**config.mk**
```make
export PLATFORM = sky130hd
export DESIGN_NAME = regfile
export DESIGN_NICKNAME = d
export VERILOG_FILES = /design/src/common/core_pkg.sv /design/src/rtl/regfile.sv
export SDC_FILE = /design/constraint.sdc
export NUM_CORES = 2
export LEC_CHECK = 0
export ABC_AREA = 1
export BUFFER_PORTS_ARGS = -buffer_cell sky130_fd_sc_hd__buf_2
export CAP_MARGIN = 25
export CORE_ASPECT_RATIO = 1.4
export CORE_MARGIN = 3
export CORE_UTILIZATION = 35
export DETAILED_ROUTE_END_ITERATION = 8
export PLACE_DENSITY_LB_ADDON = 0.2
export SYNTH_ARGS = -nofsm -noshare
export SYNTH_HDL_FRONTEND = slang
export SYNTH_SLANG_ARGS = --single-unit
```
**constraint.sdc**
```tcl
create_clock -name clk -period 52.4 [get_ports clk]
set_input_delay 10.48 -clock clk [delete_from_list [all_inputs] [get_ports clk]]
set_output_delay 10.48 -clock clk [all_outputs]
set_load 0.05 [all_outputs]
```
**src/common/core_pkg.sv**
```systemverilog
// Core datapath widths, control encodings and retire trace record
package core_pkg;

    localparam int XLEN        = 32;
    localparam int REG_ADDR_W  = 5;
    localparam int NUM_REGS    = 1 << REG_ADDR_W;
    localparam int DMEM_BYTES  = 4096;
    localparam int DMEM_ADDR_W = $clog2(DMEM_BYTES);

    typedef logic [XLEN-1:0]       word_t;
    typedef logic [REG_ADDR_W-1:0] reg_addr_t;

    typedef enum logic [3:0] {
        ADD, SUB, SLL, SLT, SLTU, XOR, SRL, SRA,
        OR, AND, EQ, NE, LT, GE, LTU, GEU
    } alu_op_t;

    typedef enum logic [2:0] {
        ALU, LOAD, PC4, PC_IMM, IMM
    } wb_sel_t;

    typedef enum logic [1:0] {
        SEQ, BRANCH, JAL, JALR
    } next_pc_sel_t;

    // Matches funct3[1:0] of loads and stores
    typedef enum logic [1:0] {
        BYTE = 2'b00,
        HALF = 2'b01,
        WORD = 2'b10
    } mem_size_t;

    typedef struct packed {
        alu_op_t   alu_op;
        logic      b_is_imm;
        logic      reg_we;      // Only when rd is nonzero
        wb_sel_t   wb_sel;
        logic      mem_read;
        logic      mem_write;
        mem_size_t mem_size;
        logic      mem_unsigned;
        logic      is_branch;
        logic      is_jal;
        logic      is_jalr;
    } ctrl_t;

    typedef struct packed {
        logic      valid;
        word_t     pc;
        logic      reg_we;
        reg_addr_t rd;
        word_t     wdata;
        word_t     next_pc;
    } retire_t;

endpackage

```
**src/rtl/regfile.sv**
```systemverilog
// Integer register file, two read ports and one write port
`timescale 1ns/1ps

module regfile (
    input  logic                clk,
    input  logic                reset,
    input  logic                we,
    input  core_pkg::reg_addr_t rs1,
    input  core_pkg::reg_addr_t rs2,
    input  core_pkg::reg_addr_t rd,
    input  core_pkg::word_t     wdata,
    output core_pkg::word_t     rs1_data,
    output core_pkg::word_t     rs2_data
);
    import core_pkg::*;

    word_t regs [NUM_REGS];

    always_ff @(posedge clk or posedge reset) begin
        if (reset) begin
            for (int k = 0; k < NUM_REGS; k++)
                regs[k] <= '0;
        end else if (we && rd != '0) begin
            regs[rd] <= wdata;
        end
    end

    // x0 always reads zero
    assign rs1_data = (rs1 == '0) ? '0 : regs[rs1];
    assign rs2_data = (rs2 == '0) ? '0 : regs[rs2];

endmodule

```
==> results.ini <==
[clock_tree]
cts_sinks = 1024
ctsResizeCount = 0
cts-buffers-inserted = 109
htree_levels = 3
cts_buffer_depth = 3
clk_pin_slew_worst_paths_ns = 0.06
postCtsSetupRepairBufs = 0
clk_latency_ns = 0.72
cts_hold_buf = 0
cts_tree = done
cts-root-buf = clkbuf_16

[die]
io_pins = 114
die_x_um = 346
num_rows = 174
dieArea_sq_um = 167000
initial_core_util_pct = 35.3
core_sq_um = 161000
die_y_um = 483

[worst_hold_path]
hold_class = flop to flop

[finish]
nNetsFinal = 7998
area_growth_pct = 10.3
final_cell_mix = nand2_1 (2983), o21ai_0 (1268), dfrtp_1 (1024)
largest_reg_flops = 1024
reg.largest.list = regs (1024)
regMostFlops = regs
postLayoutCellArea_sq_um = 62600
layout_commonest_cell = nand2_1
regArea_sq_um = 25600
drive_above_1_share_pct = 5.96
multiInputGateArea_sq_um = 27400
n_fill_cell = 16900

[setup_path]
cp.required_ns = 41.92
criticalPathCategory = primary input to output pin
worstSetupStartpointType = primary input
crit_path_max_fanout = 34
worstPathCellList = buf_4 -> clkinv_2 -> nor2_4 -> buf_4 -> inv_1 -> buf_4 -> a21oi_1 -> nor2_1 -> nand2_1 -> nand2_1 -> nor2_1 -> buf_2
crit_top_cell = buf_4
max_stage_delay_ns = 1.02
worst_path_max_delay_cell = nor2_4
critPathArrivalTime_ns = 15.31
critical_path.endpoint_type = output pin

[place]
hpwl_mm = 141
place_area_sq_um = 58600
gp_congestion = 0.853
port_buffers = 113

[pwr]
p_per_area_nw_per_um2 = 38.3
peakVddDrop_v = 0.0000290
p_leak_nw = 29.5
p_comb_share_pct = 20.0
p_int_mw = 1.61
clkPwrFrac_pct = 36.3
power.switching_uw = 791
p_sw_share_pct = 33.0
pwr-share-seq_pct = 43.7

[routing]
ant_nets = 0
wl_per_cell_um = 25.0
drc_errors = 0
routed_wl_mm = 254
drt_iter0_drc = 7338
viasPerCell = 5.70
drt_pass1_iterations = 8
via_count = 58000

[timing]
rsz0062_at_grt = no
finalSetupViolCount = 0
slew_headroom_pct = 9.22
min_period_ns = 25.79
tightest_slew_ns = 1.36
hold_slack_ns = 0.402
hold_viol_final = 0
fin_crit_sh_pct = 49.2
drv_slew = 0
finalSetupTns_ns = 0
clock.fmax_mhz = 38.8
skew_ns = 0

[global_routing]
grt_max_degree = 184
antenna_found_initial = 31
grt_usage_pct = 29.8
grt_pass1_wl_mm = 374
grt-ovfl-total = 0
grt_pass1_vias = 54600

[synthesis]
yosysSeqAreaShare_pct = 45.1
ys_warn_count = 0
yosysUniqueCellTypes = 23
syn-num-nets = 8375
synth_area_sq_um = 56800
synth_seq_cells = 1024
ys.flop_type = dfrtp_1
netlist_instances = 8325
synth_edf_count = 0
synth_area_per_cell_sq_um = 6.82
async_flop_share_pct = 100

[job]
drv_cap = 0

[outcome]
status = complete, no violations

-- logic make-up (layout without fill, tap and decap cells) --
group,count (synthesis),count (layout),share of synthesized area (%)
and+or+nand+nor,4692,4692,33.4
DFF,1024,1024,45.1
AOI/OAI and AO/OA,1612,1612,14.6
buffers and inverters,997,712,6.90
other,0,20,0
-- worst max-delay path, delay by kind of cell --
family / cells / cell delay (ns)
buffers and inverters: 6 / 2.80
AOI/OAI and AO/OA: 1 / 0.14
and+or+nand+nor: 5 / 1.83
-- metrics by stage --
step	util (%)	setup slack (ns)	std cells	power [mW]
floorplan	-	13.10	8325	1.38
global placement	36.2	26.79	9937	1.52
detailed placement	36.4	26.86	9947	1.53
CTS	38.9	26.86	10200	2.40
global route	38.9	26.69	10200	2.52
finish	38.9	26.61	10200	2.40
-- metal layers --
metal,GRT usage (%),wire length [um],up-vias
met1,38.8,103000,28200
met2,47.2,113000,3023
met3,5.32,23400,605
met4,16.1,14700,10
li1,-,-,26100
met5,0,66,-
-- area by class of cell --
class	count	area share [%]
tap	2112	4.22
inverter	280	1.75
timing repair buffer	229	2.93
multi-input combinational	6304	43.8
clock buffer	160	5.32
sequential	1024	40.9
clock inverter	43	1.01
antenna	20	0.0799
-- power by group through the flow --
stage | Combinational (mW) | Clock [mW] | Sequential, mW
after global routing | 0.543 | 0.913 | 1.07
after global placement | 0.468 | 0 | 1.05
after floorplan | 0.344 | 0 | 1.03
after CTS | 0.476 | 0.882 | 1.04
after detailed placement | 0.475 | 0 | 1.06
final | 0.479 | 0.871 | 1.05
-- final timing paths --
kind	start	endpoint	slack (ns)	depth (start not counted)
worst max-delay path	rs1[2]	rs1_data[21]	26.61	12
worst min register to register	regs[1020]	regs[1020]	0.40	0
worst max register to register	regs[930]	regs[930]	51.64	2
worst min-delay path	regs[1020]	regs[1020]	0.40	0
max in group asynchronous	reset	regs[252]	39.25	5
min in group asynchronous	reset	regs[97]	9.87	2
-- Yosys cell counts, types with 7 or more instances --
master | instances | area (sq um)
nand2_1 | 3006 | 11300
o21ai_0 | 1268 | 6350
dfrtp_1 | 1024 | 25600
nand3_1 | 981 | 4910
nor2_1 | 685 | 2570
clkbuf_1 | 528 | 1980
inv_1 | 266 | 998
a21oi_1 | 190 | 951
buf_2 | 130 | 651
o211ai_1 | 84 | 631
o21ai_1 | 70 | 350
buf_1 | 56 | 210
inv_2 | 10 | 37.5
nor3_2 | 7 | 70.1
(Power assumes the default switching activity.)
