## src/common/core_pkg.sv

```systemverilog
// Core datapath widths, control encodings and retire trace record
package core_pkg;

    localparam int XLEN        = 32;
    localparam int REG_ADDR_W  = 5;
    localparam int NUM_REGS    = 1 << REG_ADDR_W;
    localparam int DMEM_BYTES  = 4096;
    localparam int DMEM_ADDR_W = $clog2(DMEM_BYTES);

    typedef logic [XLEN-1:0]       word_t;
    typedef logic [REG_ADDR_W-1:0] reg_addr_t;

    typedef enum logic [3:0] {
        ADD, SUB, SLL, SLT, SLTU, XOR, SRL, SRA,
        OR, AND, EQ, NE, LT, GE, LTU, GEU
    } alu_op_t;

    typedef enum logic [2:0] {
        ALU, LOAD, PC4, PC_IMM, IMM
    } wb_sel_t;

    typedef enum logic [1:0] {
        SEQ, BRANCH, JAL, JALR
    } next_pc_sel_t;

    // Matches funct3[1:0] of loads and stores
    typedef enum logic [1:0] {
        BYTE = 2'b00,
        HALF = 2'b01,
        WORD = 2'b10
    } mem_size_t;

    typedef struct packed {
        alu_op_t   alu_op;
        logic      b_is_imm;
        logic      reg_we;      // Only when rd is nonzero
        wb_sel_t   wb_sel;
        logic      mem_read;
        logic      mem_write;
        mem_size_t mem_size;
        logic      mem_unsigned;
        logic      is_branch;
        logic      is_jal;
        logic      is_jalr;
    } ctrl_t;

    typedef struct packed {
        logic      valid;
        word_t     pc;
        logic      reg_we;
        reg_addr_t rd;
        word_t     wdata;
        word_t     next_pc;
    } retire_t;

endpackage

```

## src/rtl/alu.sv

```systemverilog
// Integer ALU with compare result for branches
`timescale 1ns/1ps

module alu (
    input  core_pkg::word_t   a,
    input  core_pkg::word_t   b,
    input  core_pkg::alu_op_t op,
    output core_pkg::word_t   result,
    output logic              cond
);
    import core_pkg::*;

    logic [4:0] shamt;
    logic       lt_s;
    logic       lt_u;

    assign shamt = b[4:0];
    assign lt_s  = $signed(a) < $signed(b);
    assign lt_u  = a < b;

    always_comb begin
        result = '0;
        cond   = 1'b0;
        case (op)
            ADD:  result = a + b;
            SUB:  result = a - b;
            SLL:  result = a << shamt;
            SLT:  result = word_t'(lt_s);
            SLTU: result = word_t'(lt_u);
            XOR:  result = a ^ b;
            SRL:  result = a >> shamt;
            SRA:  result = word_t'($signed(a) >>> shamt);
            OR:   result = a | b;
            AND:  result = a & b;
            EQ:   cond   = a == b;
            NE:   cond   = a != b;
            LT:   cond   = lt_s;
            GE:   cond   = !lt_s;
            LTU:  cond   = lt_u;
            GEU:  cond   = !lt_u;
            default: ;
        endcase
        if (op inside {EQ, NE, LT, GE, LTU, GEU})
            result = word_t'(cond);  // Compare ops also return 0 or 1
    end

endmodule

```

## config.mk

```make
export PLATFORM = sky130hd
export DESIGN_NAME = alu
export DESIGN_NICKNAME = d
export VERILOG_FILES = /design/src/common/core_pkg.sv /design/src/rtl/alu.sv
export SDC_FILE = /design/constraint.sdc
export NUM_CORES = 1
export LEC_CHECK = 0
export ABC_CLOCK_PERIOD_IN_PS = 7500
export BUFFER_PORTS_ARGS = -buffer_cell sky130_fd_sc_hd__buf_2
export CAP_MARGIN = 5
export CORE_ASPECT_RATIO = 1.4
export CORE_MARGIN = 1.5
export CORE_UTILIZATION = 49
export DETAILED_ROUTE_END_ITERATION = 8
export PLACE_DENSITY = 0.66
export SLEW_MARGIN = 25
export SYNTH_ARGS = -nofsm -noshare
export SYNTH_HDL_FRONTEND = slang
export SYNTH_SLANG_ARGS = --single-unit
```

## constraint.sdc

```tcl
create_clock -name vclk -period 7.5
set_clock_uncertainty 0.15 [all_clocks]
set_input_delay 1.5 -clock vclk [all_inputs]
set_output_delay 1.5 -clock vclk [all_outputs]
set_load 0.02 [all_outputs]
```

==> out/results.ini, run 1 <==
[job]
cap_violations = 0

[grt]
grt.overflow.total = 0
grt_pass1_vias = 10008
grt_antenna_before_repair = 1
grt_use_total = 0.407
grt_pass1_wl_um = 58300
grt_max_degree = 53

[logic_synthesis]
synth_common_cells = nor2_1, a21oi_1, nand2_1
seq_area_frac_synth = 0
syn_area_per_cell_sq_um = 6.86
synthTopCellsByArea = ha_1, mux4_2, nor2_1
yosys.area_share.simple = 0.206
yosysTopAreaCellShare = 0.146
synth_compound_area_frac = 0.351
synth_top_cell_by_area = ha_1
netlist_area_sq_um = 8640
synth.most_common_cell = nor2_1
synth-adder-area-share = 0.151
synthCells = 1261
synth.mux.area_fraction = 0.191
synth_nets = 1432
synth_xor_area_frac = 0.00912
yosys_warnings = 0
synth_top_family_by_area = compound AO/OA/AOI/OAI gates
synth.distinct_cells = 84

[sta]
worstMarginPinSlew_ns = 1.06
final.setup.tns_ns = 0
slew_headroom = 0.287
finalSetupViolCount = 0
rsz0062_at_grt = false
fin_crit_ns = 6.73
timing.fmax_mhz = 149
period_share = 0.897
drv_slew = 0
hold_viol = 0

[cells_and_area]
syn_to_final_growth_pct = 6.98
drive_gt1_frac = 0.161
post-route-cell-area_sq_um = 9250
nets = 1461
nClkBuffers = 0
design.seq.count = 0
register_area_sq_um = 0

[placement]
routabilityCongestion = 1.02
io_buffers = 101
post_dp_cell_area_sq_um = 9250
dp_hpwl_um = 29000

[drt]
ant_nets = 0
drc = 0
vias_per_cell = 6.89
vias = 10502
dr.pass1.iters = 8
drt_iter0_markers = 1272
wl_per_cell_um = 25.0
wirelength_um = 38100

[worst_hold_path]
hold_path.class = in2out

[setup_path]
critPathKind = in2out
crit_required_ns = 5.85
slowest_stage = o21ai_1
crit_chain = buf_4, ha_1, fa_1, nor2_1, o221ai_1, a211oi_1, o21ai_1, o211ai_1, a211o_1, a311o_1, o211a_1, a21oi_1, buf_2
path_delay_family = compound AO/OA/AOI/OAI gates
crit_buf_inv = 2
critical_path_peak_fanout = 28
startpoint_type = primary input
worstPathArrival_ns = 5.08
critPathMaxStageDelay_ns = 0.47
crit_path_end_kind = primary output

[floorplanning]
dieWidth_um = 115
core_sq_um = 17300
ioPinCount = 101
dieArea_sq_um = 18500
start_util = 0.499
num_rows = 57
die_h_um = 160

[power]
pwr_density_cell_nw_per_um2 = 80.6
sequentialPowerShare = 0
comb_power_share = 1.000
power.switching_mw = 0.482
vdd_drop_max_mv = 0.0421
swShare = 0.647
pwr-share-clk = 0
internal-power_mw = 0.263
p_leak_nw = 4.07

[clock_tree]
cts-resized-gates = 0
cts_setup_buffers = 0
cts_hold_buf = 0

[outcome]
status = completed

worst paths after layout:
kind / cells past startpoint / end / slack, ns / from
hold / removal: 4 / result[20] / 3.43 / b[20]
setup / recovery: 13 / result[30] / 0.77 / b[0]
through the flow:
| stage | power [mW] | instances | utilization | worst slack (ns) | hold slack [ns] |
|---|---|---|---|---|---|
| floorplan | 0.492 | 1261 | - | 0.507 | 3.22 |
| global placement | 0.717 | 1524 | 0.533 | 0.926 | 3.43 |
| detailed placement | 0.717 | 1524 | 0.533 | 0.817 | 3.43 |
| CTS | 0.721 | 1524 | 0.533 | 0.819 | 3.43 |
| global route | 0.797 | 1524 | 0.533 | 0.442 | 3.48 |
| finish | 0.745 | 1525 | 0.534 | 0.769 | 3.43 |
cell type report:
cell class	instances	area (sq um)
antenna	1	2.50
fill	1835	8080
inverter	100	375
multi-input combinational	1064	7870
tap	236	295
timing repair buffer	124	706
per-layer routing:
metal  track usage  part of all wire
met3        0.0615             0.092
met4         0.177             0.052
met1         0.527              0.38
met5             0                 0
met2         0.667              0.47
placed cells by master, fill, tap and decap left out, types with 9 or more instances in the layout:
| cell type | n |
|---|---|
| nand2_1 | 110 |
| o2111ai_1 | 15 |
| mux4_2 | 54 |
| mux2i_1 | 39 |
| inv_1 | 98 |
| o221ai_1 | 10 |
| o22ai_1 | 17 |
| buf_4 | 22 |
| a221oi_1 | 17 |
| o211ai_1 | 17 |
| o31ai_1 | 17 |
| nor2_1 | 180 |
| buf_2 | 100 |
| nor3_1 | 28 |
| o21ai_0 | 100 |
| a211o_1 | 13 |
| a211oi_1 | 16 |
| nand3_1 | 18 |
| a21oi_1 | 118 |
| o21a_1 | 10 |
| or3_1 | 9 |
| a21o_1 | 15 |
| ha_1 | 101 |
| o21bai_1 | 11 |
power by group through the flow:
| stage | Clock (mW) | Sequential [mW] | Combinational, mW |
|---|---|---|---|
| floorplan | 0 | 0 | 0.492 |
| global placement | 0 | 0 | 0.717 |
| detailed placement | 0 | 0 | 0.717 |
| CTS | 0 | 0 | 0.721 |
| global route | 0 | 0 | 0.797 |
| finish | 0.0000000178 | 0 | 0.745 |
logic make-up after synthesis:
group / Yosys count
adder cells (fa/ha/maj): 103
AO/OA/AOI/OAI: 452
XOR/XNOR: 9
multiplexers: 97
buffers and inverters: 197
AND/OR/NAND/NOR: 403
Note: power is estimated with default switching activity, not from simulation.
==> run 2, diff against run 1 <==
CORE_ASPECT_RATIO = not set   (was 1.4)
==> out/results.ini, run 2 (synthesis gave the netlist of run 1 again) <==
[cells_and_area]
multi_input_area_sq_um = 7870
mostFrequentLayoutCell = nor2_1
num-fill-cells = 1747
diodes = 0
final_cell_mix = nor2_1, a21oi_1, nand2_1, ha_1
nClkBuffers = 0
nets = 1467
drive_gt1_frac = 0.165
design.seq.count = 0
register_area_sq_um = 0
syn_to_final_growth_pct = 7.16

[setup_path]
crit_buf_inv = 2
critical_path_peak_fanout = 38
crit_required_ns = 5.85
critPathMaxStageDelay_ns = 0.43
startpoint_type = primary input
crit_path_end_kind = primary output
path_delay_family = compound AO/OA/AOI/OAI gates
critPathKind = in2out
worstPathArrival_ns = 5.08
crit_chain = buf_4, ha_1, fa_1, a211o_1, a2111oi_4, o311ai_1, nand2_1, nor2_1, a21o_1, a41o_1, a211oi_1, o22ai_1, a21oi_1, buf_2
slowest_stage = fa_1

[grt]
grt.overflow.total = 0
grt_pass1_wl_um = 56800
grt_max_degree = 66
grt_use_total = 0.398
grt_pass1_vias = 9551
grt_antenna_before_repair = 5

[power]
swShare = 0.645
sequentialPowerShare = 0
pwr-share-clk = 0
internal-power_mw = 0.264
vdd_drop_max_mv = 0.0420
p_leak_nw = 4.09
comb_power_share = 1.000
power.switching_mw = 0.479
pwr_density_cell_nw_per_um2 = 80.2
power.total_mw = 0.743

[drt]
wl_per_cell_um = 24.8
vias = 10671
drt_iter0_markers = 1533
dr.pass1.iters = 5
drc = 0
vias_per_cell = 7.03
wirelength_um = 37600
ant_nets = 0

[sta]
timing.final.ws_setup_ns = 0.774
period_share = 0.897
drv_slew = 0
finalSetupViolCount = 0
final.setup.tns_ns = 0
timing.hold.ws_ns = 3.44
fin_crit_ns = 6.73
worstMarginPinSlew_ns = 1.06
rsz0062_at_grt = false
timing.fmax_mhz = 149
slew_headroom = 0.272
hold_viol = 0

[clock_tree]
cts_setup_buffers = 0
cts_hold_buf = 0
cts-resized-gates = 0

[placement]
routabilityCongestion = 1.02
io_buffers = 101
dpl_worst_slack_ns = 0.848
dp_hpwl_um = 28800

[floorplanning]
dieArea_sq_um = 18400
ioPinCount = 101
core_sq_um = 17300
num_rows = 48
dieWidth_um = 136
die_h_um = 136
start_util = 0.500

[outcome]
status = completed

[worst_hold_path]
hold_path.class = in2out

[job]
cap_violations = 0

-- run 2: cell types whose count changed in the layout (fill, tap and decap cells not counted), sizes merged --
cell,change
buf,+6
diode,-1
-- run 2: power by group through the flow --
stage | Sequential, mW | Combinational, mW | Clock (mW)
final | 0 | 0.743 | 0
after global routing | 0 | 0.792 | 0
after CTS | 0 | 0.720 | 0
after detailed placement | 0 | 0.716 | 0
after global placement | 0 | 0.716 | 0
after floorplan | 0 | 0.492 | 0
-- run 2: per-layer routing --
layer | wire length (um) | global-route usage | share of wire | vias up
met5 | 53 | 0 | 0.0014 | -
met4 | 1230 | 0.119 | 0.033 | 10
met3 | 5000 | 0.102 | 0.13 | 126
met2 | 16300 | 0.607 | 0.43 | 770
met1 | 15100 | 0.550 | 0.40 | 5001
li1 | - | - | - | 4764
-- run 2: final timing paths --
kind / from / to / slack [ns] / depth (start not counted)
max: b[0] / result[30] / 0.77 / 14
min: b[23] / result[23] / 3.44 / 5
-- run 2: cell type report --
cell class | instances | share of cell area
Inverter | 100 | 0.0405
Multi-Input combinational cell | 1064 | 0.849
Tap cell | 225 | 0.0304
Timing Repair Buffer | 130 | 0.0797
-- run 2: per-stage QoR --
step / util / area (sq um) / std cells
CTS: 0.536 / 9260 / 1519
floorplan: - / 8640 / 1261
global placement: 0.536 / 9260 / 1519
finish: 0.536 / 9260 / 1519
global route: 0.536 / 9260 / 1519
detailed placement: 0.536 / 9260 / 1519
