File: src/common/core_pkg.sv
// Core datapath widths, control encodings and retire trace record
package core_pkg;

    localparam int XLEN        = 32;
    localparam int REG_ADDR_W  = 5;
    localparam int NUM_REGS    = 1 << REG_ADDR_W;
    localparam int DMEM_BYTES  = 4096;
    localparam int DMEM_ADDR_W = $clog2(DMEM_BYTES);

    typedef logic [XLEN-1:0]       word_t;
    typedef logic [REG_ADDR_W-1:0] reg_addr_t;

    typedef enum logic [3:0] {
        ADD, SUB, SLL, SLT, SLTU, XOR, SRL, SRA,
        OR, AND, EQ, NE, LT, GE, LTU, GEU
    } alu_op_t;

    typedef enum logic [2:0] {
        ALU, LOAD, PC4, PC_IMM, IMM
    } wb_sel_t;

    typedef enum logic [1:0] {
        SEQ, BRANCH, JAL, JALR
    } next_pc_sel_t;

    // Matches funct3[1:0] of loads and stores
    typedef enum logic [1:0] {
        BYTE = 2'b00,
        HALF = 2'b01,
        WORD = 2'b10
    } mem_size_t;

    typedef struct packed {
        alu_op_t   alu_op;
        logic      b_is_imm;
        logic      reg_we;      // Only when rd is nonzero
        wb_sel_t   wb_sel;
        logic      mem_read;
        logic      mem_write;
        mem_size_t mem_size;
        logic      mem_unsigned;
        logic      is_branch;
        logic      is_jal;
        logic      is_jalr;
    } ctrl_t;

    typedef struct packed {
        logic      valid;
        word_t     pc;
        logic      reg_we;
        reg_addr_t rd;
        word_t     wdata;
        word_t     next_pc;
    } retire_t;

endpackage

File: src/common/rv_isa_pkg.sv
// RV32I instruction formats, opcode and funct3 encodings
package rv_isa_pkg;

    localparam logic [6:0] OP_LUI    = 7'b0110111;
    localparam logic [6:0] OP_AUIPC  = 7'b0010111;
    localparam logic [6:0] OP_JAL    = 7'b1101111;
    localparam logic [6:0] OP_JALR   = 7'b1100111;
    localparam logic [6:0] OP_BRANCH = 7'b1100011;
    localparam logic [6:0] OP_LOAD   = 7'b0000011;
    localparam logic [6:0] OP_STORE  = 7'b0100011;
    localparam logic [6:0] OP_IMM    = 7'b0010011;
    localparam logic [6:0] OP_REG    = 7'b0110011;

    // Branch group
    localparam logic [2:0] F3_BEQ  = 3'b000;
    localparam logic [2:0] F3_BNE  = 3'b001;
    localparam logic [2:0] F3_BLT  = 3'b100;
    localparam logic [2:0] F3_BGE  = 3'b101;
    localparam logic [2:0] F3_BLTU = 3'b110;
    localparam logic [2:0] F3_BGEU = 3'b111;

    // Load and store group
    localparam logic [2:0] F3_LB  = 3'b000;
    localparam logic [2:0] F3_LH  = 3'b001;
    localparam logic [2:0] F3_LW  = 3'b010;
    localparam logic [2:0] F3_LBU = 3'b100;
    localparam logic [2:0] F3_LHU = 3'b101;
    localparam logic [2:0] F3_SB  = 3'b000;
    localparam logic [2:0] F3_SH  = 3'b001;
    localparam logic [2:0] F3_SW  = 3'b010;

    // ALU group, bit 30 picks sub and sra
    localparam logic [2:0] F3_ADD_SUB = 3'b000;
    localparam logic [2:0] F3_SLL     = 3'b001;
    localparam logic [2:0] F3_SLT     = 3'b010;
    localparam logic [2:0] F3_SLTU    = 3'b011;
    localparam logic [2:0] F3_XOR     = 3'b100;
    localparam logic [2:0] F3_SRL_SRA = 3'b101;
    localparam logic [2:0] F3_OR      = 3'b110;
    localparam logic [2:0] F3_AND     = 3'b111;

    typedef struct packed {
        logic [6:0] funct7;
        logic [4:0] rs2;
        logic [4:0] rs1;
        logic [2:0] funct3;
        logic [4:0] rd;
        logic [6:0] opcode;
    } r_fmt_t;

    typedef struct packed {
        logic [11:0] imm;
        logic [4:0]  rs1;
        logic [2:0]  funct3;
        logic [4:0]  rd;
        logic [6:0]  opcode;
    } i_fmt_t;

    typedef struct packed {
        logic [6:0] imm_hi;
        logic [4:0] rs2;
        logic [4:0] rs1;
        logic [2:0] funct3;
        logic [4:0] imm_lo;
        logic [6:0] opcode;
    } s_fmt_t;

    typedef struct packed {
        logic       imm_12;
        logic [5:0] imm_10_5;
        logic [4:0] rs2;
        logic [4:0] rs1;
        logic [2:0] funct3;
        logic [3:0] imm_4_1;
        logic       imm_11;
        logic [6:0] opcode;
    } b_fmt_t;

    typedef struct packed {
        logic [19:0] imm;
        logic [4:0]  rd;
        logic [6:0]  opcode;
    } u_fmt_t;

    typedef struct packed {
        logic       imm_20;
        logic [9:0] imm_10_1;
        logic       imm_11;
        logic [7:0] imm_19_12;
        logic [4:0] rd;
        logic [6:0] opcode;
    } j_fmt_t;

    // One fetched word, viewed in each format
    typedef union packed {
        r_fmt_t      r;
        i_fmt_t      i;
        s_fmt_t      s;
        b_fmt_t      b;
        u_fmt_t      u;
        j_fmt_t      j;
        logic [31:0] raw;
    } instr_t;

endpackage

File: src/rtl/decode/imm_gen.sv
// Sign-extended immediate extraction for all RV32I formats
`timescale 1ns/1ps

module imm_gen (
    input  rv_isa_pkg::instr_t instr,
    output core_pkg::word_t    imm
);
    import rv_isa_pkg::*;

    always_comb begin
        case (instr.r.opcode)
            OP_IMM, OP_LOAD, OP_JALR:
                imm = {{20{instr.i.imm[11]}}, instr.i.imm};
            OP_STORE:
                imm = {{20{instr.s.imm_hi[6]}}, instr.s.imm_hi, instr.s.imm_lo};
            OP_BRANCH:
                imm = {{19{instr.b.imm_12}}, instr.b.imm_12, instr.b.imm_11,
                       instr.b.imm_10_5, instr.b.imm_4_1, 1'b0};
            OP_LUI, OP_AUIPC:
                imm = {instr.u.imm, 12'b0};  // Upper twenty bits
            OP_JAL:
                imm = {{11{instr.j.imm_20}}, instr.j.imm_20, instr.j.imm_19_12,
                       instr.j.imm_11, instr.j.imm_10_1, 1'b0};
            default:
                imm = '0;  // R-type has none
        endcase
    end

endmodule

File: config.mk
export PLATFORM = sky130hd
export DESIGN_NAME = imm_gen
export DESIGN_NICKNAME = d
export VERILOG_FILES = /design/src/common/core_pkg.sv /design/src/common/rv_isa_pkg.sv /design/src/rtl/decode/imm_gen.sv
export SDC_FILE = /design/constraint.sdc
export NUM_CORES = 1
export LEC_CHECK = 0
export ABC_CLOCK_PERIOD_IN_PS = 1400
export BUFFER_PORTS_ARGS = -buffer_cell sky130_fd_sc_hd__clkbuf_2
export CORE_UTILIZATION = 30
export DETAILED_ROUTE_END_ITERATION = 8
export PLACE_DENSITY = 0.82
export SLEW_MARGIN = 30
export SYNTH_ARGS = -nofsm -noshare
export SYNTH_HDL_FRONTEND = slang
export SYNTH_SLANG_ARGS = --single-unit
File: constraint.sdc
create_clock -name vclk -period 1.4
set_input_delay 0.21 -clock vclk [all_inputs]
set_output_delay 0.21 -clock vclk [all_outputs]
set_load 0.02 [all_outputs]
==> summary.txt, run 1 <==
==================================================================================
Result of the run ................................................... finished, violations left
Failing checks ...................................................... negative setup slack
Fin cells ...........................................................          180
Share of final-layout standard cells stronger than drive strength 1 .        0.710
Relative area change from synthesis to final layout .................         147%
Max Cap Viol ........................................................            0
Net total in the final layout .......................................          189
Vias after detailed routing .........................................         1095
Fraction of post-synthesis cell area in the top cell type by area ...        0.128
Global routing's busiest layer ......................................         met2
Area taken by flip-flops and latches ................................        0 µm²
Number of I/O port buffers ..........................................           64
Post-synthesis cell type with the largest combined area .............       a21o_2
Setup_tns ...........................................................     -2.23 ns
Via count of the first global-routing pass ..........................          884
Num rows ............................................................           15
Area of the mapped netlist ..........................................      547 µm²
Unrepaired setup endpoints after global routing .....................          yes
Number of max-slew violations in the final report ...................            0
Largest cells by area after synthesis ............................... a21o_2 (13%), nand3_1 (12%), o21ai_0 (11%)
Global-route wire length before repair ..............................      3.96 mm
Die height ..........................................................      44.7 µm
Final worst setup slack .............................................    -0.144 ns
Hold WC Path Type ...................................................       in2out
Drt first pass iters ................................................            4
Worst-path maximum fanout ...........................................            5
CP Class ............................................................       in2out
Tmin final ..........................................................      1.54 ns
Xor-xnor portion of the synthesized cell area .......................            0
Maximum number of pins on one net before global-route repair ........           18
Proportion of synthesized chip area in sequential cells .............            0
Count of final setup violators ......................................           28
Count of different cell masters after synthesis .....................           33
PD cells ............................................................   225 mW/mm²
Inst Count DP .......................................................          169
Number of flip-flops and latches ....................................            0
Synth Area in Compound Gates ........................................        0.467
DRT iter0 DRCs ......................................................           72
Ant. Diodes .........................................................            0
Total Die Area ......................................................  0.00200 mm²
Number of clock buffer instances in the layout ......................            0
Most common cell in the netlist .....................................      nand3_1
Detail-routed net length per standard cell ..........................      19.5 µm
Max-slew headroom ...................................................        0.776
Crit. End Element ...................................................   output pin
Via density per instance ............................................         6.08
Peak supply drop ....................................................       156 µV
Critical path startpoint ............................................     instr[2]
Simple-gate share of the synthesized area ...........................        0.416
Die Wd ..............................................................      44.7 µm
Effective utilization at floorplan ..................................        0.320
Share of cell area taken by muxes after synthesis ...................       0.0183
Placed wire-length estimate after detailed placement ................      1.74 mm
Overall overflow remaining after global route .......................            0
Synthesized net count ...............................................          111
Filler instances ....................................................           96
Final worst-path cycle share ........................................         1.10
Core footprint ......................................................  0.00171 mm²
Worst-Margin Slew ...................................................     0.329 ns
Hold buffers post-CTS ...............................................            0
Routability congestion estimate .....................................        0.820
Worst Path Required .................................................      1.19 ns
Io pins .............................................................           64
Met3 global-route usage .............................................       0.0280
Critical Path Source Type ...........................................    input pin
Crit path DAT .......................................................      1.33 ns
Lkg Pwr .............................................................  0.000676 µW
Worst Hold Launch ...................................................    instr[18]
Number of standard cells after synthesis ............................           79
Leading cell types by count after synthesis ......................... nand3_1 (13), o21ai_0 (12), a21o_2 (8)
Maximum operating frequency .........................................      648 MHz
Overall routed net length ...........................................      3.51 mm
Yosys warning count .................................................            0
Initial antenna violation count .....................................            0
Met2 demand-to-capacity share in global routing .....................        0.476
Met1 capacity usage during global routing ...........................        0.308
Post-synthesis average cell area ....................................     6.92 µm²
Count of cells along the worst hold path ............................            3
Adder-cell area share of the yosys netlist ..........................            0
Post-route DRC violation count ......................................            0
Aggregate global-route resource usage ...............................        0.256
ANT nets after route ................................................            0
Final number of hold-violating endpoints ............................            0
Combinational family with the most area after synthesis ............. compound AO/OA/AOI/OAI gates
==================================================================================
## cell usage in the layout, fill, tap and decap left out, types with 2 or more instances in the layout
cell type,Yosys,layout
clkbuf_2,0,28
buf_4,1,20
nand3_1,13,12
buf_8,0,12
buf_6,1,11
o21ai_1,0,9
a21o_2,8,8
clkbuf_8,0,6
and3b_2,2,4
nor2b_1,4,4
a22o_1,4,4
buf_2,4,4
and2b_1,3,3
a2bb2oi_4,0,2
nand2_1,2,2
o21ai_2,0,2
## worst max-delay path, cell delays in order
cell	delay, ns
buf_6	0.10
and4bb_4	0.35
buf_6	0.11
and3b_2	0.24
a22o_1	0.18
clkbuf_8	0.15
## repair_timing
action	in CTS	in global routing
buffers inserted	2	4
gates resized for setup	43	60
gates cloned	3	2
pin swaps	18	17
setup endpoints to repair	32	32
## final cells by class
type,count,area (µm²),share of cell area
tap,25,31.3,0.0232
timing repair buffer,81,697,0.517
multi-input combinational,73,617,0.457
inverter,1,3.75,0.00278
## layer usage
metal,vias to the layer above,share of wire
li1,466,-
met1,523,0.38
met2,85,0.50
met3,21,0.074
met4,0,0.048
met5,-,0
## worst paths after layout
path	endpoint	slack [ns]
worst max-delay path	imm[3]	-0.14
worst min-delay path	imm[18]	0.73
## report_power, final
part	leakage [µW]	internal, µW	switching, µW
clock	0	0	0
combinational	0.000676	155	148
sequential	0	0	0
## cells by family after synthesis
| kind of cell | count (synthesis) |
|---|---|
| AO/OA/AOI/OAI | 33 |
| buffers and inverters | 10 |
| multiplexers | 1 |
| AND/OR/NAND/NOR | 35 |
## metrics by stage
step / power [µW] / hold WS (ns) / area (µm²) / utilization / worst slack [ns]
final: 303 / 0.732 / 1350 / 0.790 / -0.144
after global routing: 314 / 0.737 / 1350 / 0.790 / -0.164
after CTS: 241 / 0.734 / 1170 / 0.686 / -0.145
after detailed placement: 191 / 0.745 / 925 / 0.541 / -0.338
after global placement: 184 / 0.745 / 925 / 0.541 / -0.266
after floorplan: 100 / 0.555 / 548 / - / -0.0690
(Power assumes the default switching activity.)
==> run 2, diff against run 1 <==
Settings changed: REMOVE_ABC_BUFFERS set to 1.
==> run 2 against run 1 <==
The flow still finishes with violations (negative setup slack). Power down 3.3%. Via count fell by 16%. Non-clock buffer count is 2 lower. Core utilization is 4.5 points higher. Clock-buffer cell count is the same. Sequential share of layout area unchanged. Cell count decreased by 2.2%. Sequential cell count did not move. Final area increased by 5.7%. Hold slack gained 0.0019 ns. Die area unchanged. Global-route usage down 3.2 points. Critical endpoint is now imm[8]. Largest cell class unchanged. Largest power group unchanged.
==> summary.txt, run 2 (same netlist as run 1, synthesis figures left out) <==
==================================================================================
CP Class ............................................................       in2out
Die Wd ..............................................................      44.7 µm   unchanged
ANT nets after route ................................................            0   unchanged
Post-route DRC violation count ......................................            0   unchanged
Final worst setup slack .............................................   -0.0918 ns   +0.0522 ns
Core footprint ......................................................  0.00171 mm²   unchanged
Most frequent cells in the layout ................................... clkbuf_2 (25), buf_6 (19), buf_4 (17)
Sequential group share of total power ...............................            0   unchanged
Result of the run ................................................... finished, violations left
Clock network power share ...........................................            0   unchanged
Inst Count DP .......................................................          170   +0.59%
Hold WC Path Type ...................................................       in2out
Final worst-path cycle share ........................................         1.07   -0.0373
Via count of the first global-routing pass ..........................          827   -6.4%
Routability congestion estimate .....................................        0.770   -6.1%
Critical Path Source Type ...........................................    input pin
Crit. End Element ...................................................   output pin
Logic pwr share .....................................................        1.000   about the same
Overall routed net length ...........................................      2.68 mm   -24%
Share of final-layout standard cells stronger than drive strength 1 .        0.722   +0.0122
Critical path cell sequence ......................................... buf_8 -> and4bb_2 -> a2bb2oi_4 -> buf_12 -> and2b_1 -> buf_6
Via density per instance ............................................         5.26   -14%
Unrepaired setup endpoints after global routing .....................          yes
Slowest cell delay on critical path .................................      0.26 ns   -0.09 ns
Number of I/O port buffers ..........................................           64   unchanged
Drt first pass iters ................................................            2   -2
Number of flip-flops and latches ....................................            0   unchanged
Final number of hold-violating endpoints ............................            0   unchanged
Ant. Diodes .........................................................            0   unchanged
Max-slew headroom ...................................................        0.541   -0.235
Post-placement setup slack ..........................................    -0.179 ns   +0.160 ns
Overall overflow remaining after global route .......................            0   unchanged
Most common library cell in the layout ignoring fill and taps .......     clkbuf_2
Worst-Margin Slew ...................................................     0.688 ns   +0.359 ns
Maximum number of pins on one net before global-route repair ........           18   unchanged
Die height ..........................................................      44.7 µm   unchanged
Failing checks ...................................................... negative setup slack
Effective utilization at floorplan ..................................        0.320   unchanged
NetSw ...............................................................       136 µW   -8.3%
Number of clock buffer instances in the layout ......................            0   unchanged
Area taken by flip-flops and latches ................................        0 µm²   unchanged
Max Cap Viol ........................................................            0   unchanged
Net total in the final layout .......................................          185   -2.1%
Worst-path maximum fanout ...........................................            5   unchanged
Count of final setup violators ......................................           31   +11%
Switching share of total power ......................................        0.464   -0.0252
Internal power ......................................................       157 µW   +1.5%
Global-route wire length before repair ..............................      3.46 mm   -13%
Maximum operating frequency .........................................      670 MHz   +3.5%
Fin cells ...........................................................          176   -2.2%
Worst Path Required .................................................      1.19 ns   about the same
Tmin final ..........................................................      1.49 ns   -0.0522 ns
Master of the slowest instance on the critical path .................     and4bb_2
Num rows ............................................................           15   unchanged
PD cells ............................................................   206 mW/mm²   -8.5%
Relative area change from synthesis to final layout .................         161%
Lkg Pwr .............................................................  0.000706 µW   +4.4%
Crit path DAT .......................................................      1.28 ns   -0.05 ns
Number of max-slew violations in the final report ...................            0   unchanged
Aggregate global-route resource usage ...............................        0.224   -0.0315
Placed wire-length estimate after detailed placement ................      1.62 mm   -6.7%
Vias after detailed routing .........................................          925   -16%
Detail-routed net length per standard cell ..........................      15.3 µm   -22%
Hold buffers post-CTS ...............................................            0   unchanged
Total Die Area ......................................................  0.00200 mm²   unchanged
DRT iter0 DRCs ......................................................            7   -90%
Io pins .............................................................           64   unchanged
Initial antenna violation count .....................................            0   unchanged
Peak supply drop ....................................................       128 µV   -18%
==================================================================================
-- run 2: power by group through the flow --
stage | sequential, µW | clock (µW) | combinational, µW
2_1_floorplan | 0 | 0 | 81.9
5_1_grt | 0 | 0 | 309
3_3_place_gp | 0 | 0 | 188
6_report | 0 | 0 | 293
4_1_cts | 0 | 0 | 228
3_5_place_dp | 0 | 0 | 195
-- run 2: repair_timing --
action / in CTS / in global routing
gates resized for setup: 48 / 91
endpoints found under the setup margin: 32 / 32
cloned: 1 / 3
setup buffers: 0 / 2
pin swaps: 12 / 15
-- run 2: final timing paths --
| check | from | to | cells past startpoint |
|---|---|---|---|
| setup / recovery | instr[1] | imm[8] | 6 |
| hold / removal | instr[17] | imm[17] | 3 |
-- run 2: worst max-delay path: cells and delay by family --
kind	cells	cell delay [ns]
AND/OR/NAND/NOR	2	0.45
buffers and inverters	3	0.37
AO/OA/AOI/OAI	1	0.24
-- run 2: stage by stage --
| step | utilization | total power (µW) | hold slack (ns) | setup TNS (ns) | instance area, µm² |
|---|---|---|---|---|---|
| CTS | 0.662 | 228 | 0.738 | -1.29 | 1130 |
| global route | 0.834 | 309 | 0.737 | -2.38 | 1430 |
| floorplan | - | 81.9 | 0.570 | 0 | 497 |
| global placement | 0.552 | 188 | 0.747 | -1.58 | 943 |
| detailed placement | 0.552 | 195 | 0.749 | -3.37 | 943 |
| finish | 0.834 | 293 | 0.734 | -1.32 | 1430 |
-- run 2: layout make-up --
| type | instances | area [µm²] |
|---|---|---|
| fill | 102 | 283 |
| tap | 25 | 31.3 |
| multi-input combinational | 71 | 631 |
| timing repair buffer | 79 | 759 |
| inverter | 1 | 3.75 |
-- run 2: metal layers --
metal | vias up | wire length, µm | track usage
met4 | 0 | 40 | 0.0606
met3 | 4 | 170 | 0.0200
met5 | - | 0 | 0
li1 | 453 | - | -
met1 | 421 | 1030 | 0.255
met2 | 47 | 1440 | 0.438
