### config.mk
export PLATFORM = sky130hd
export DESIGN_NAME = pc_unit
export DESIGN_NICKNAME = d
export VERILOG_FILES = /design/src/common/core_pkg.sv /design/src/rtl/pc_unit.sv
export SDC_FILE = /design/constraint.sdc
export NUM_CORES = 1
export LEC_CHECK = 0
export BUFFER_PORTS_ARGS = -buffer_cell sky130_fd_sc_hd__buf_2
export CORE_ASPECT_RATIO = 0.7
export CORE_MARGIN = 1
export CORE_UTILIZATION = 51
export DETAILED_ROUTE_END_ITERATION = 8
export PLACE_DENSITY_LB_ADDON = 0.08
export SKIP_LAST_GASP = 1
export SYNTH_ARGS = -nofsm -noshare
export SYNTH_HDL_FRONTEND = slang
export SYNTH_SLANG_ARGS = --single-unit
### constraint.sdc
create_clock -name clk -period 4.35 [get_ports clk]
set_clock_uncertainty 0.1 [all_clocks]
set_input_delay 0.6525 -clock clk [delete_from_list [all_inputs] [get_ports clk]]
set_output_delay 0.6525 -clock clk [all_outputs]
set_load 0.02 [all_outputs]
### src/common/core_pkg.sv
// Core datapath widths, control encodings and retire trace record
package core_pkg;

    localparam int XLEN        = 32;
    localparam int REG_ADDR_W  = 5;
    localparam int NUM_REGS    = 1 << REG_ADDR_W;
    localparam int DMEM_BYTES  = 4096;
    localparam int DMEM_ADDR_W = $clog2(DMEM_BYTES);

    typedef logic [XLEN-1:0]       word_t;
    typedef logic [REG_ADDR_W-1:0] reg_addr_t;

    typedef enum logic [3:0] {
        ADD, SUB, SLL, SLT, SLTU, XOR, SRL, SRA,
        OR, AND, EQ, NE, LT, GE, LTU, GEU
    } alu_op_t;

    typedef enum logic [2:0] {
        ALU, LOAD, PC4, PC_IMM, IMM
    } wb_sel_t;

    typedef enum logic [1:0] {
        SEQ, BRANCH, JAL, JALR
    } next_pc_sel_t;

    // Matches funct3[1:0] of loads and stores
    typedef enum logic [1:0] {
        BYTE = 2'b00,
        HALF = 2'b01,
        WORD = 2'b10
    } mem_size_t;

    typedef struct packed {
        alu_op_t   alu_op;
        logic      b_is_imm;
        logic      reg_we;      // Only when rd is nonzero
        wb_sel_t   wb_sel;
        logic      mem_read;
        logic      mem_write;
        mem_size_t mem_size;
        logic      mem_unsigned;
        logic      is_branch;
        logic      is_jal;
        logic      is_jalr;
    } ctrl_t;

    typedef struct packed {
        logic      valid;
        word_t     pc;
        logic      reg_we;
        reg_addr_t rd;
        word_t     wdata;
        word_t     next_pc;
    } retire_t;

endpackage

### src/rtl/pc_unit.sv
// Program counter and next-PC selection
`timescale 1ns/1ps

module pc_unit (
    input  logic            clk,
    input  logic            reset,
    input  core_pkg::ctrl_t ctrl,
    input  logic            cond,
    input  core_pkg::word_t rs1_data,
    input  core_pkg::word_t imm,
    output core_pkg::word_t pc,
    output core_pkg::word_t next_pc
);
    import core_pkg::*;

    next_pc_sel_t sel;
    word_t        jalr_sum;

    assign jalr_sum = rs1_data + imm;

    always_comb begin
        if (ctrl.is_jalr)
            sel = JALR;
        else if (ctrl.is_jal)
            sel = JAL;
        else if (ctrl.is_branch && cond)
            sel = BRANCH;  // Taken branch only
        else
            sel = SEQ;
    end

    always_comb begin
        case (sel)
            BRANCH, JAL: next_pc = pc + imm;
            JALR:        next_pc = {jalr_sum[XLEN-1:1], 1'b0};
            default:     next_pc = pc + 32'd4;
        endcase
    end

    always_ff @(posedge clk or posedge reset) begin
        if (reset)
            pc <= '0;
        else
            pc <= next_pc;
    end

endmodule

==> results of run 1 <==
-- kinds of logic (layout without fill, tap and decap cells) --
logic type | count (synthesis) | in the layout | share of synthesized area [%]
adders and majority gates | 66 | 66 | 16.54
and+or+nand+nor | 178 | 178 | 17.50
buffers and inverters | 41 | 202 | 3.100
AOI/OAI and AO/OA | 240 | 240 | 32.58
DFF | 32 | 32 | 15.75
muxes | 2 | 2 | 0.4183
xor gates and xnor gates | 82 | 82 | 14.12
-- repair_timing --
action,in CTS,in global routing
cloned,0,0
resized for setup,3,19
setup buffers,0,2
pin swaps,0,11
setup endpoints to repair,5,9
-- power groups by stage --
stage               logic [mW]  registers, mW  clock network [mW]
global route              3.08          0.684               0.387
global placement          2.70          0.652                   0
detailed placement        2.74          0.656                   0
CTS                       2.76          0.652               0.373
finish                    2.83          0.658               0.373
floorplan                 1.81          0.796                   0
-- stage by stage --
step,total power [mW],TNS [ns],worst slack [ns],area [um2]
6_report,3.860,0,0.1114,6351
5_1_grt,4.146,-0.004958,-0.004958,6351
4_1_cts,3.785,0,0.002331,6277
3_5_place_dp,3.394,-0.1982,-0.08265,6116
3_3_place_gp,3.356,-0.008475,-0.008475,6116
2_1_floorplan,2.602,0,0.4189,5085
-- layer usage --
metal	vias to the layer above	track usage, %
met2	221	46.59
met4	0	4.040
met3	14	6.449
met1	2655	47.72
met5	-	0
li1	2746	-
-- worst min-delay path: stages --
cell and delay [ns]:
buf_2 0.10, inv_1 0.04, buf_4 0.41
-- layout by cell type, fill, tap and decap left out, types with 15 or more instances in the layout --
cell        n
buf_2     130
xor2_1     43
a221oi_1   16
inv_1      22
dfrtp_1    32
nand3_1    27
xnor2_1    39
nor2_1     37
a21oi_1    75
buf_4      42
ha_1       62
a21o_1     33
nand2_1    46
nand2b_1   15
o21ai_0    29
-- worst max-delay path by stage --
stage          slack, ns  cells past startpoint        start           to
3_3_place_gp      -0.008                     13      imm[12]  next_pc[29]
3_5_place_dp       -0.08                     14       imm[2]  next_pc[26]
2_1_floorplan       0.42                     11  rs1_data[1]  next_pc[26]
4_1_cts            0.002                     14       imm[0]  next_pc[30]
6_report            0.11                     13       imm[2]  next_pc[31]
5_1_grt           -0.005                     14       imm[2]  next_pc[29]
-- layout make-up --
type                            count  area (um2)  area share [%]
Clock buffer                        8       146.4           2.305
Inverter                           22       82.58           1.300
Multi-Input combinational cell    568        4195           66.06
Sequential cell                    32       800.8           12.61
Tap cell                          128       160.2           2.522
Timing Repair Buffer              172       965.9           15.21
==> results.toml, run 1 <==
[run_status]
status = "finished clean"

[finish]
fillers = 880
post-route-util_pct = 65.58
final_cells = 930
fin_nets = 951
antennaDiodeCount = 0
area_growth_pct = 24.90
largest-register = "pc"
top_regs = "pc: 32 flops"
drive_above_1_share_pct = 26.56
largest_reg_flops = 32

[critical_path]
slowest_stage = "or3_1"
timing.rr.end = "pc[29]"
cp.required_ns = 3.60
reg2reg_slack_ns = 1.23
max_stage_delay_ns = 0.47
start_kind = "input pin"
crit_family = "compound AO/OA/AOI/OAI gates"
cp_max_fo = 3
timing.rr.start = "pc[8]"
arrival_ns = 3.49
path_cells = "buf_2, ha_1, buf_4, a21oi_1, a21oi_1, o211ai_2, a311oi_2, or3_1, a221o_1, xnor2_1, o21ai_1, a21o_1, buf_2"
end_kind = "output pin"
worstSetupPathType = "input pin to output pin"
worst-path-buf-inv = 3
rr_worst_depth = 10

[floorplan]
boundaryPins = 148
start_util_pct = 52.51
core_um2 = 9684
die_h_um = 85.54
dieArea_um2 = 10380
die_w_um = 121.3
row_count = 30

[sta]
finalSetupViolations = 0
period_share_pct = 97.44
slew_viol_final = 0
hold_violations = 0
min_period_ns = 4.239
whs_ns = 0.3764
rsz0062_at_grt = "true"
worst_pin_slew_ns = 0.4777
max-slew-margin-rel_pct = 68.15
fmax_ghz = 0.2359

[min_path]
hp-class = "input pin to asynchronous set/reset pin"

[clock_network]
postCtsHoldBufs = 0
cts_buffers = 5
clock_latency_ns = 0.28
htree_levels = 2
root_buffer = "clkbuf_16"
cts_buffer_depth = 2
cts_tree = "done"
clk_pin_slew_ns = 0.05
cts_sinks = 32

[synthesis]
syn_nets = 791
yosysWarnings = 0
synthCells = 641
ys_types = 65
yosysSeqAreaShare_pct = 15.75
avgSynthCellArea_um2 = 7.933
ys.flop_type = "dfrtp_1"
ys_top_cells_by_count = "76 x a21oi_1, 64 x ha_1, 46 x nand2_1"
synth_enable_flop_cells = 0
synthTopCellsByArea = "dfrtp_1 16%, ha_1 16%, a21oi_1 7.5%, xor2_1 7.4%, xnor2_1 6.7%"
ys_ff_latch = 32
post-synth-top-area-cell = "dfrtp_1"
yosysTopAreaCellShare_pct = 15.75
synth.most_common_cell = "a21oi_1"
syn_area_um2 = 5085
synth_async_sr_flop_share_pct = 100.0

[detailed_routing]
ant_nets = 0
wl_met3_um = 1358
drt-met1-wl_um = 7993
maxUsedRoutingLayer = "met4"
drt_wl_total_um = 16480
first_pass_iters = 5
wl_met2_um = 6982
via_per_inst = 6.060
route.vias.total = 5636
wl_per_cell_um = 17.72
drc = 0
drt_iter0_markers = 474

[global_route]
grt_pass1_wl_um = 25830
grt_max_degree = 42
grt_use_total_pct = 31.51
gr-total-overflow = 0
grt_pass1_vias = 5044
antenna_found_initial = 0

[place]
io_buffer_count = 133
place_hpwl_um = 13130
gp_congestion = 0.8893
dp_cells = 920

[job]
cap_violations = 0

[power_and_ir_drop]
seq_power_share_pct = 17.0
cellPowerDensity_nw_per_um2 = 607.7
pwr-share-comb_pct = 73.3
power_frac_clock_pct = 9.7
p_int_mw = 1.834
ir_worst_vdd_uv = 385.7
p_leak_nw = 3.071
p_switching_mw = 2.026
switching_share_pct = 52.49
No activity file was read; power rests on OpenSTA's default activity.
==> run 2, diff against run 1 <==
ABC_AREA = 1   (was default)
==> run 2 against run 1 <==
Against the previous run: global-route usage up 2.0 points; area after synthesis rose by 35%; via count increased by 46%; fmax up 14%; flip-flop and latch count stayed put; count of clock-buffer cells in the layout decreased by 1; clock power is 5.6% lower; sequential share of layout area is 2.4 points lower; register-to-register slack better by 0.58 ns; final area increased by 24%; combinational power is 8.5% lower.
==> results.toml, run 2 <==
[critical_path]
max_stage_delay_ns = 0.45
arrival_ns = 2.97
worst-path-buf-inv = 4
end_kind = "output pin"
path_cells = "buf_2, inv_1, fa_1, inv_1, nand3_1, nand3_1, nand2_1, nand2_1, nand3_1, nand2_1, nor2_1, o21ai_0, nand2_1, nand2_1, buf_2"
slowest_stage = "o21ai_0"
cp_common_cell = "nand2_1"
cp.required_ns = 3.60
worstSetupPathType = "input pin to output pin"
cp_max_fo = 5
reg2reg_slack_ns = 1.81
crit_family = "simple AND/OR/NAND/NOR gates"
start_kind = "input pin"

[sta]
fin_setup_tns_ns = 0
fmax_ghz = 0.2684
max-slew-margin-rel_pct = 53.27
finalSetupViolations = 0
rsz0062_at_grt = "false"
hold_violations = 0
min_period_ns = 3.726
setup_ws_ns = 0.6240
worst_pin_slew_ns = 0.6967
period_share_pct = 85.65
slew_viol_final = 0

[power_and_ir_drop]
power_frac_clock_pct = 9.8
p_int_mw = 1.493
p_leak_nw = 5.035
switching_share_pct = 58.45
p_switching_mw = 2.100
pwr-share-comb_pct = 72.2
cellPowerDensity_nw_per_um2 = 456.4
ir_worst_vdd_uv = 458.8
seq_power_share_pct = 18.0

[finish]
area_growth_pct = 14.79
fin_nets = 1606
top_regs = "pc: 32 flops"
seqCellArea_um2 = 800.8
post-route-util_pct = 59.93
largest-register = "pc"
multi_input_area_um2 = 5036
fillers = 1362
layout_common_cells = "567 x nand2_1, 257 x inv_1, 133 x buf_2"
drive_above_1_share_pct = 11.26
layout_commonest_cell = "nand2_1"
largest_reg_flops = 32
final_area_um2 = 7874
antennaDiodeCount = 0

[synthesis]
synth_enable_flop_cells = 0
ys_types = 37
synth.area.mux_share_pct = 0
post-synth-top-area-cell = "nand2_1"
syn_area_um2 = 6859
syn_nets = 1472
yosysTopAreaCellShare_pct = 31.03
ys_top_cells_by_count = "567 x nand2_1, 257 x inv_1, 92 x nand3_1"
synthCells = 1322
yosysSeqAreaShare_pct = 11.67
synthTopCellsByArea = "nand2_1 31%, inv_1 14%, dfrtp_1 12%, ha_1 12%, nand3_1 6.7%"
yosysWarnings = 0
ys.flop_type = "dfrtp_1"
yosys.area_share.simple_pct = 49.09
synth_top_family_by_area = "simple AND/OR/NAND/NOR gates"
synth_compound_area_share_pct = 8.756
avgSynthCellArea_um2 = 5.188
ys_ff_latch = 32
synth_async_sr_flop_share_pct = 100.0
synth_xor_area_share_pct = 3.320
synthAdderAreaFrac_pct = 12.26
synth.most_common_cell = "nand2_1"

[detailed_routing]
drt-met1-wl_um = 11740
drc = 0
via_per_inst = 5.083
wl_per_cell_um = 14.06
wl_met2_um = 8521
drt_iter0_markers = 767
route.vias.total = 8250
maxUsedRoutingLayer = "met4"
ant_nets = 0
drt_wl_total_um = 22810
wl_met3_um = 2338
first_pass_iters = 6

[floorplan]
die_w_um = 140.6
dieArea_um2 = 13920
boundaryPins = 148
core_um2 = 13140
start_util_pct = 52.21
die_h_um = 99.03
row_count = 35

[place]
place_area_um2 = 7724
gp_congestion = 0.9565
place_hpwl_um = 19720
dpl_worst_slack_ns = 0.7368
io_buffer_count = 133

[global_route]
grt_max_degree = 33
grt_pass1_wl_um = 35810
antenna_found_initial = 0
gr-total-overflow = 0
grt_pass1_vias = 7100
grt_use_total_pct = 33.46

[clock_network]
root_buffer = "clkbuf_16"
cts_resized = 0
htree_levels = 2
postCtsHoldBufs = 0
cts_buffer_depth = 2
cts_tree = "done"
clk_pin_slew_ns = 0.06
clock_latency_ns = 0.28
post-cts-setup-buffers = 0
cts_sinks = 32
cts_buffers = 5

[job]
cap_violations = 0

[min_path]
hp-class = "input pin to asynchronous set/reset pin"

[run_status]
status = "finished clean"
## run 2: changes by cell type in the layout (fill, tap and decap cells not counted), sizes merged, moves of 9 or more
| cell | previous run | this run |
|---|---|---|
| a211oi | 10 | 0 |
| a21o | 33 | 2 |
| a21oi | 76 | 62 |
| a221oi | 19 | 0 |
| buf | 172 | 139 |
| inv | 22 | 257 |
| nand2 | 46 | 572 |
| nand2b | 15 | 0 |
| nand3 | 27 | 93 |
| nand3b | 1 | 10 |
| nor2 | 37 | 95 |
| nor3 | 6 | 15 |
| xnor2 | 39 | 9 |
| xor2 | 43 | 17 |
## run 2: per-stage QoR
stage	hold WS, ns	instances	power, mW
floorplan	0.6687	1322	2.405
global placement	0.4366	1615	3.152
detailed placement	0.4279	1615	3.177
CTS	0.3502	1623	3.548
global route	0.3839	1623	3.942
finish	0.3351	1623	3.594
## run 2: logic make-up (layout without fill, tap and decap cells)
kind of cell / Yosys count / count (layout)
fa+ha+maj: 66 / 66
buf+inv: 270 / 405
compound gates: 113 / 113
flops: 32 / 32
xor+xnor: 26 / 26
simple gates: 815 / 815
## run 2: area by class of cell
class	count	share of cell area [%]
Clock buffer	7	1.812
Clock inverter	1	0.09534
Inverter	258	12.30
Multi-Input combinational cell	1020	63.96
Sequential cell	32	10.17
Tap cell	166	2.638
Timing Repair Buffer	139	9.026
## run 2: metal layers
layer  GRT usage [%]  vias up
met1           53.51     3546
met2           47.68      325
li1                -     4365
met4           5.184        0
met3           3.741       14
met5               0        -
## run 2: path summary, 6_finish.rpt
kind                       cells past startpoint           to  startpoint
min in group clk                               2        pc[0]       pc[0]
max in group asynchronous                      3       pc[30]       reset
max reg2reg                                   15       pc[16]       pc[0]
min                                            3        pc[3]       reset
max                                           15  next_pc[16]      imm[1]
min reg2reg                                    2        pc[0]       pc[0]
## run 2: worst reg2reg max path, stage by stage (launching register included)
cell	delay, ns
dfrtp_1	0.38
ha_1	0.25
inv_1	0.08
fa_1	0.35
inv_1	0.13
nand3_1	0.08
nand3_1	0.14
nand2_1	0.07
nand2_1	0.12
nand3_1	0.10
nand2_1	0.07
nand2_1	0.05
nand3_1	0.06
o21ai_0	0.21
nand2_1	0.12
nand2_1	0.10
## run 2: power groups by stage
stage / clock [mW] / sequential [mW] / combinational [mW]
2_1_floorplan: 0 / 0.701 / 1.70
3_3_place_gp: 0 / 0.636 / 2.52
3_5_place_dp: 0 / 0.638 / 2.54
4_1_cts: 0.360 / 0.634 / 2.55
5_1_grt: 0.373 / 0.662 / 2.91
6_report: 0.352 / 0.647 / 2.59
==> run 3, diff against run 2 <==
CORE_UTILIZATION = 57   (was 51)
==> run 3 against run 2 <==
Against the previous run: count of clock-buffer cells in the layout down 1; worst hold slack better by 0.0038 ns; register-to-register slack better by 0.02 ns; fmax is 2.4% higher; first-iteration DRC count up 17%; worst setup slack improved by 0.088 ns; sequential power is essentially flat; highest routed layer unchanged; largest power group unchanged; critical endpoint unchanged.
==> results.toml, run 3 (same netlist as run 2, synthesis figures left out) <==
[finish]
fin_nets = 1605
layout_commonest_cell = "nand2_1"
final_area_um2 = 7839
area_growth_pct = 14.28
layout_common_cells = "567 x nand2_1, 257 x inv_1, 133 x buf_2"
fillers = 1131
drive_above_1_share_pct = 11.13
antennaDiodeCount = 0
top_regs = "pc: 32 flops"
largest_reg_flops = 32
largest-register = "pc"

[sta]
finalSetupViolations = 0
rsz0062_at_grt = "false"
fin_setup_tns_ns = 0
whs_ns = 0.3389
max-slew-margin-rel_pct = 51.51
slew_viol_final = 0
worst_pin_slew_ns = 0.7228
min_period_ns = 3.638
hold_violations = 0
fmax_ghz = 0.2748
period_share_pct = 83.64

[critical_path]
path_cells = "buf_2, inv_1, fa_1, inv_1, nand3_1, nand3_1, nand2_1, nand2_1, nand3_1, nand2_1, nor2_1, o21ai_0, nand2_1, nand2_1, buf_2"
worstSetupStartpoint = "imm[1]"
end_kind = "output pin"
slowest_stage = "o21ai_0"
max_stage_delay_ns = 0.41
reg2reg_slack_ns = 1.83
cp_max_fo = 5
cp.required_ns = 3.60
worstSetupPathType = "input pin to output pin"
timing.rr.start = "pc[0]"
timing.rr.end = "pc[16]"
cp_common_cell = "nand2_1"
arrival_ns = 2.89
crit_path_end = "next_pc[16]"
rr_worst_depth = 15
start_kind = "input pin"

[global_route]
gr-total-overflow = 0
antenna_found_initial = 1
grt_use_total_pct = 35.96
grt_pass1_vias = 7280
grt_max_degree = 33
grt_pass1_wl_um = 35000

[clock_network]
htree_levels = 2
clock_latency_ns = 0.27
cts_buffers = 5
cts_resized = 0
root_buffer = "clkbuf_16"
clk_pin_slew_ns = 0.05
cts_sinks = 32
cts_buffer_depth = 2
cts_tree = "done"
post-cts-setup-buffers = 0
postCtsHoldBufs = 0

[place]
place_area_um2 = 7705
gp_congestion = 0.9886
io_buffer_count = 133
place_hpwl_um = 19020

[floorplan]
dieArea_um2 = 12480
die_h_um = 93.78
boundaryPins = 148
core_um2 = 11730
start_util_pct = 58.49
row_count = 33
die_w_um = 133.1

[power_and_ir_drop]
ir_worst_vdd_uv = 450.1
cellPowerDensity_nw_per_um2 = 456.1
p_leak_nw = 5.028

[detailed_routing]
wl_met2_um = 8563
drc = 0
ant_nets = 0
first_pass_iters = 5
via_per_inst = 5.202
maxUsedRoutingLayer = "met4"
wl_met3_um = 2872
route.vias.total = 8385
drt-met1-wl_um = 10750
drt_wl_total_um = 22380
wl_per_cell_um = 13.88
drt_iter0_markers = 901

[job]
cap_violations = 0

[min_path]
hp-class = "input pin to asynchronous set/reset pin"

[run_status]
status = "finished clean"
[run 3: cell types whose count changed in the layout (fill, tap and decap cells not counted), sizes merged]
cell,change
buf,-1
clkbuf,-1
clkinv,+1
clkinvlp,-1
[run 3: worst min-delay path by stage]
stage,to,depth (start not counted),slack (ns)
after floorplan,pc[0],1,0.67
after global placement,pc[0],2,0.43
after detailed placement,pc[0],2,0.44
after CTS,pc[2],3,0.35
after global routing,pc[1],3,0.40
final,pc[9],3,0.34
[run 3: final cells by class]
type                            instances  area, um2  share of cell area, %
Multi-Input combinational cell       1020       5036                  64.25
Inverter                              258      968.4                  12.35
Sequential cell                        32      800.8                  10.22
Timing Repair Buffer                  138      703.2                  8.970
Tap cell                              157      196.4                  2.506
Clock buffer                            6      128.9                  1.644
Clock inverter                          1      5.005                0.06385
[run 3: power by group]
group / leakage [nW] / internal [mW] / switching (mW) / total, mW
sequential: 0.387 / 0.410 / 0.240 / 0.650
clock: 0.0667 / 0.208 / 0.121 / 0.328
combinational: 4.57 / 0.855 / 1.74 / 2.60
[run 3: metrics by stage]
| stage | total power, mW | utilization, % | cells | setup slack, ns |
|---|---|---|---|---|
| 2_1_floorplan | 2.405 | - | 1322 | 1.382 |
| 3_3_place_gp | 3.120 | 65.71 | 1605 | 0.7816 |
| 3_5_place_dp | 3.161 | 65.71 | 1605 | 0.7644 |
| 4_1_cts | 3.505 | 66.85 | 1612 | 0.7699 |
| 5_1_grt | 3.899 | 66.85 | 1612 | 0.5044 |
| 6_report | 3.575 | 66.85 | 1612 | 0.7116 |
[run 3: worst max-delay path: cells and delay by family]
family                   cells  cell delay, ns
AND/OR/NAND/NOR              9            0.90
buffers and inverters        4            0.52
AO/OA/AOI/OAI                1            0.41
adder cells (fa/ha/maj)      1            0.38
[run 3: per-layer routing]
metal  GRT usage, %  vias to the layer above
li1               -                     4353
met1          53.40                     3643
met2          53.97                      376
met3          6.742                       13
met4          5.871                        0
met5              0                        -
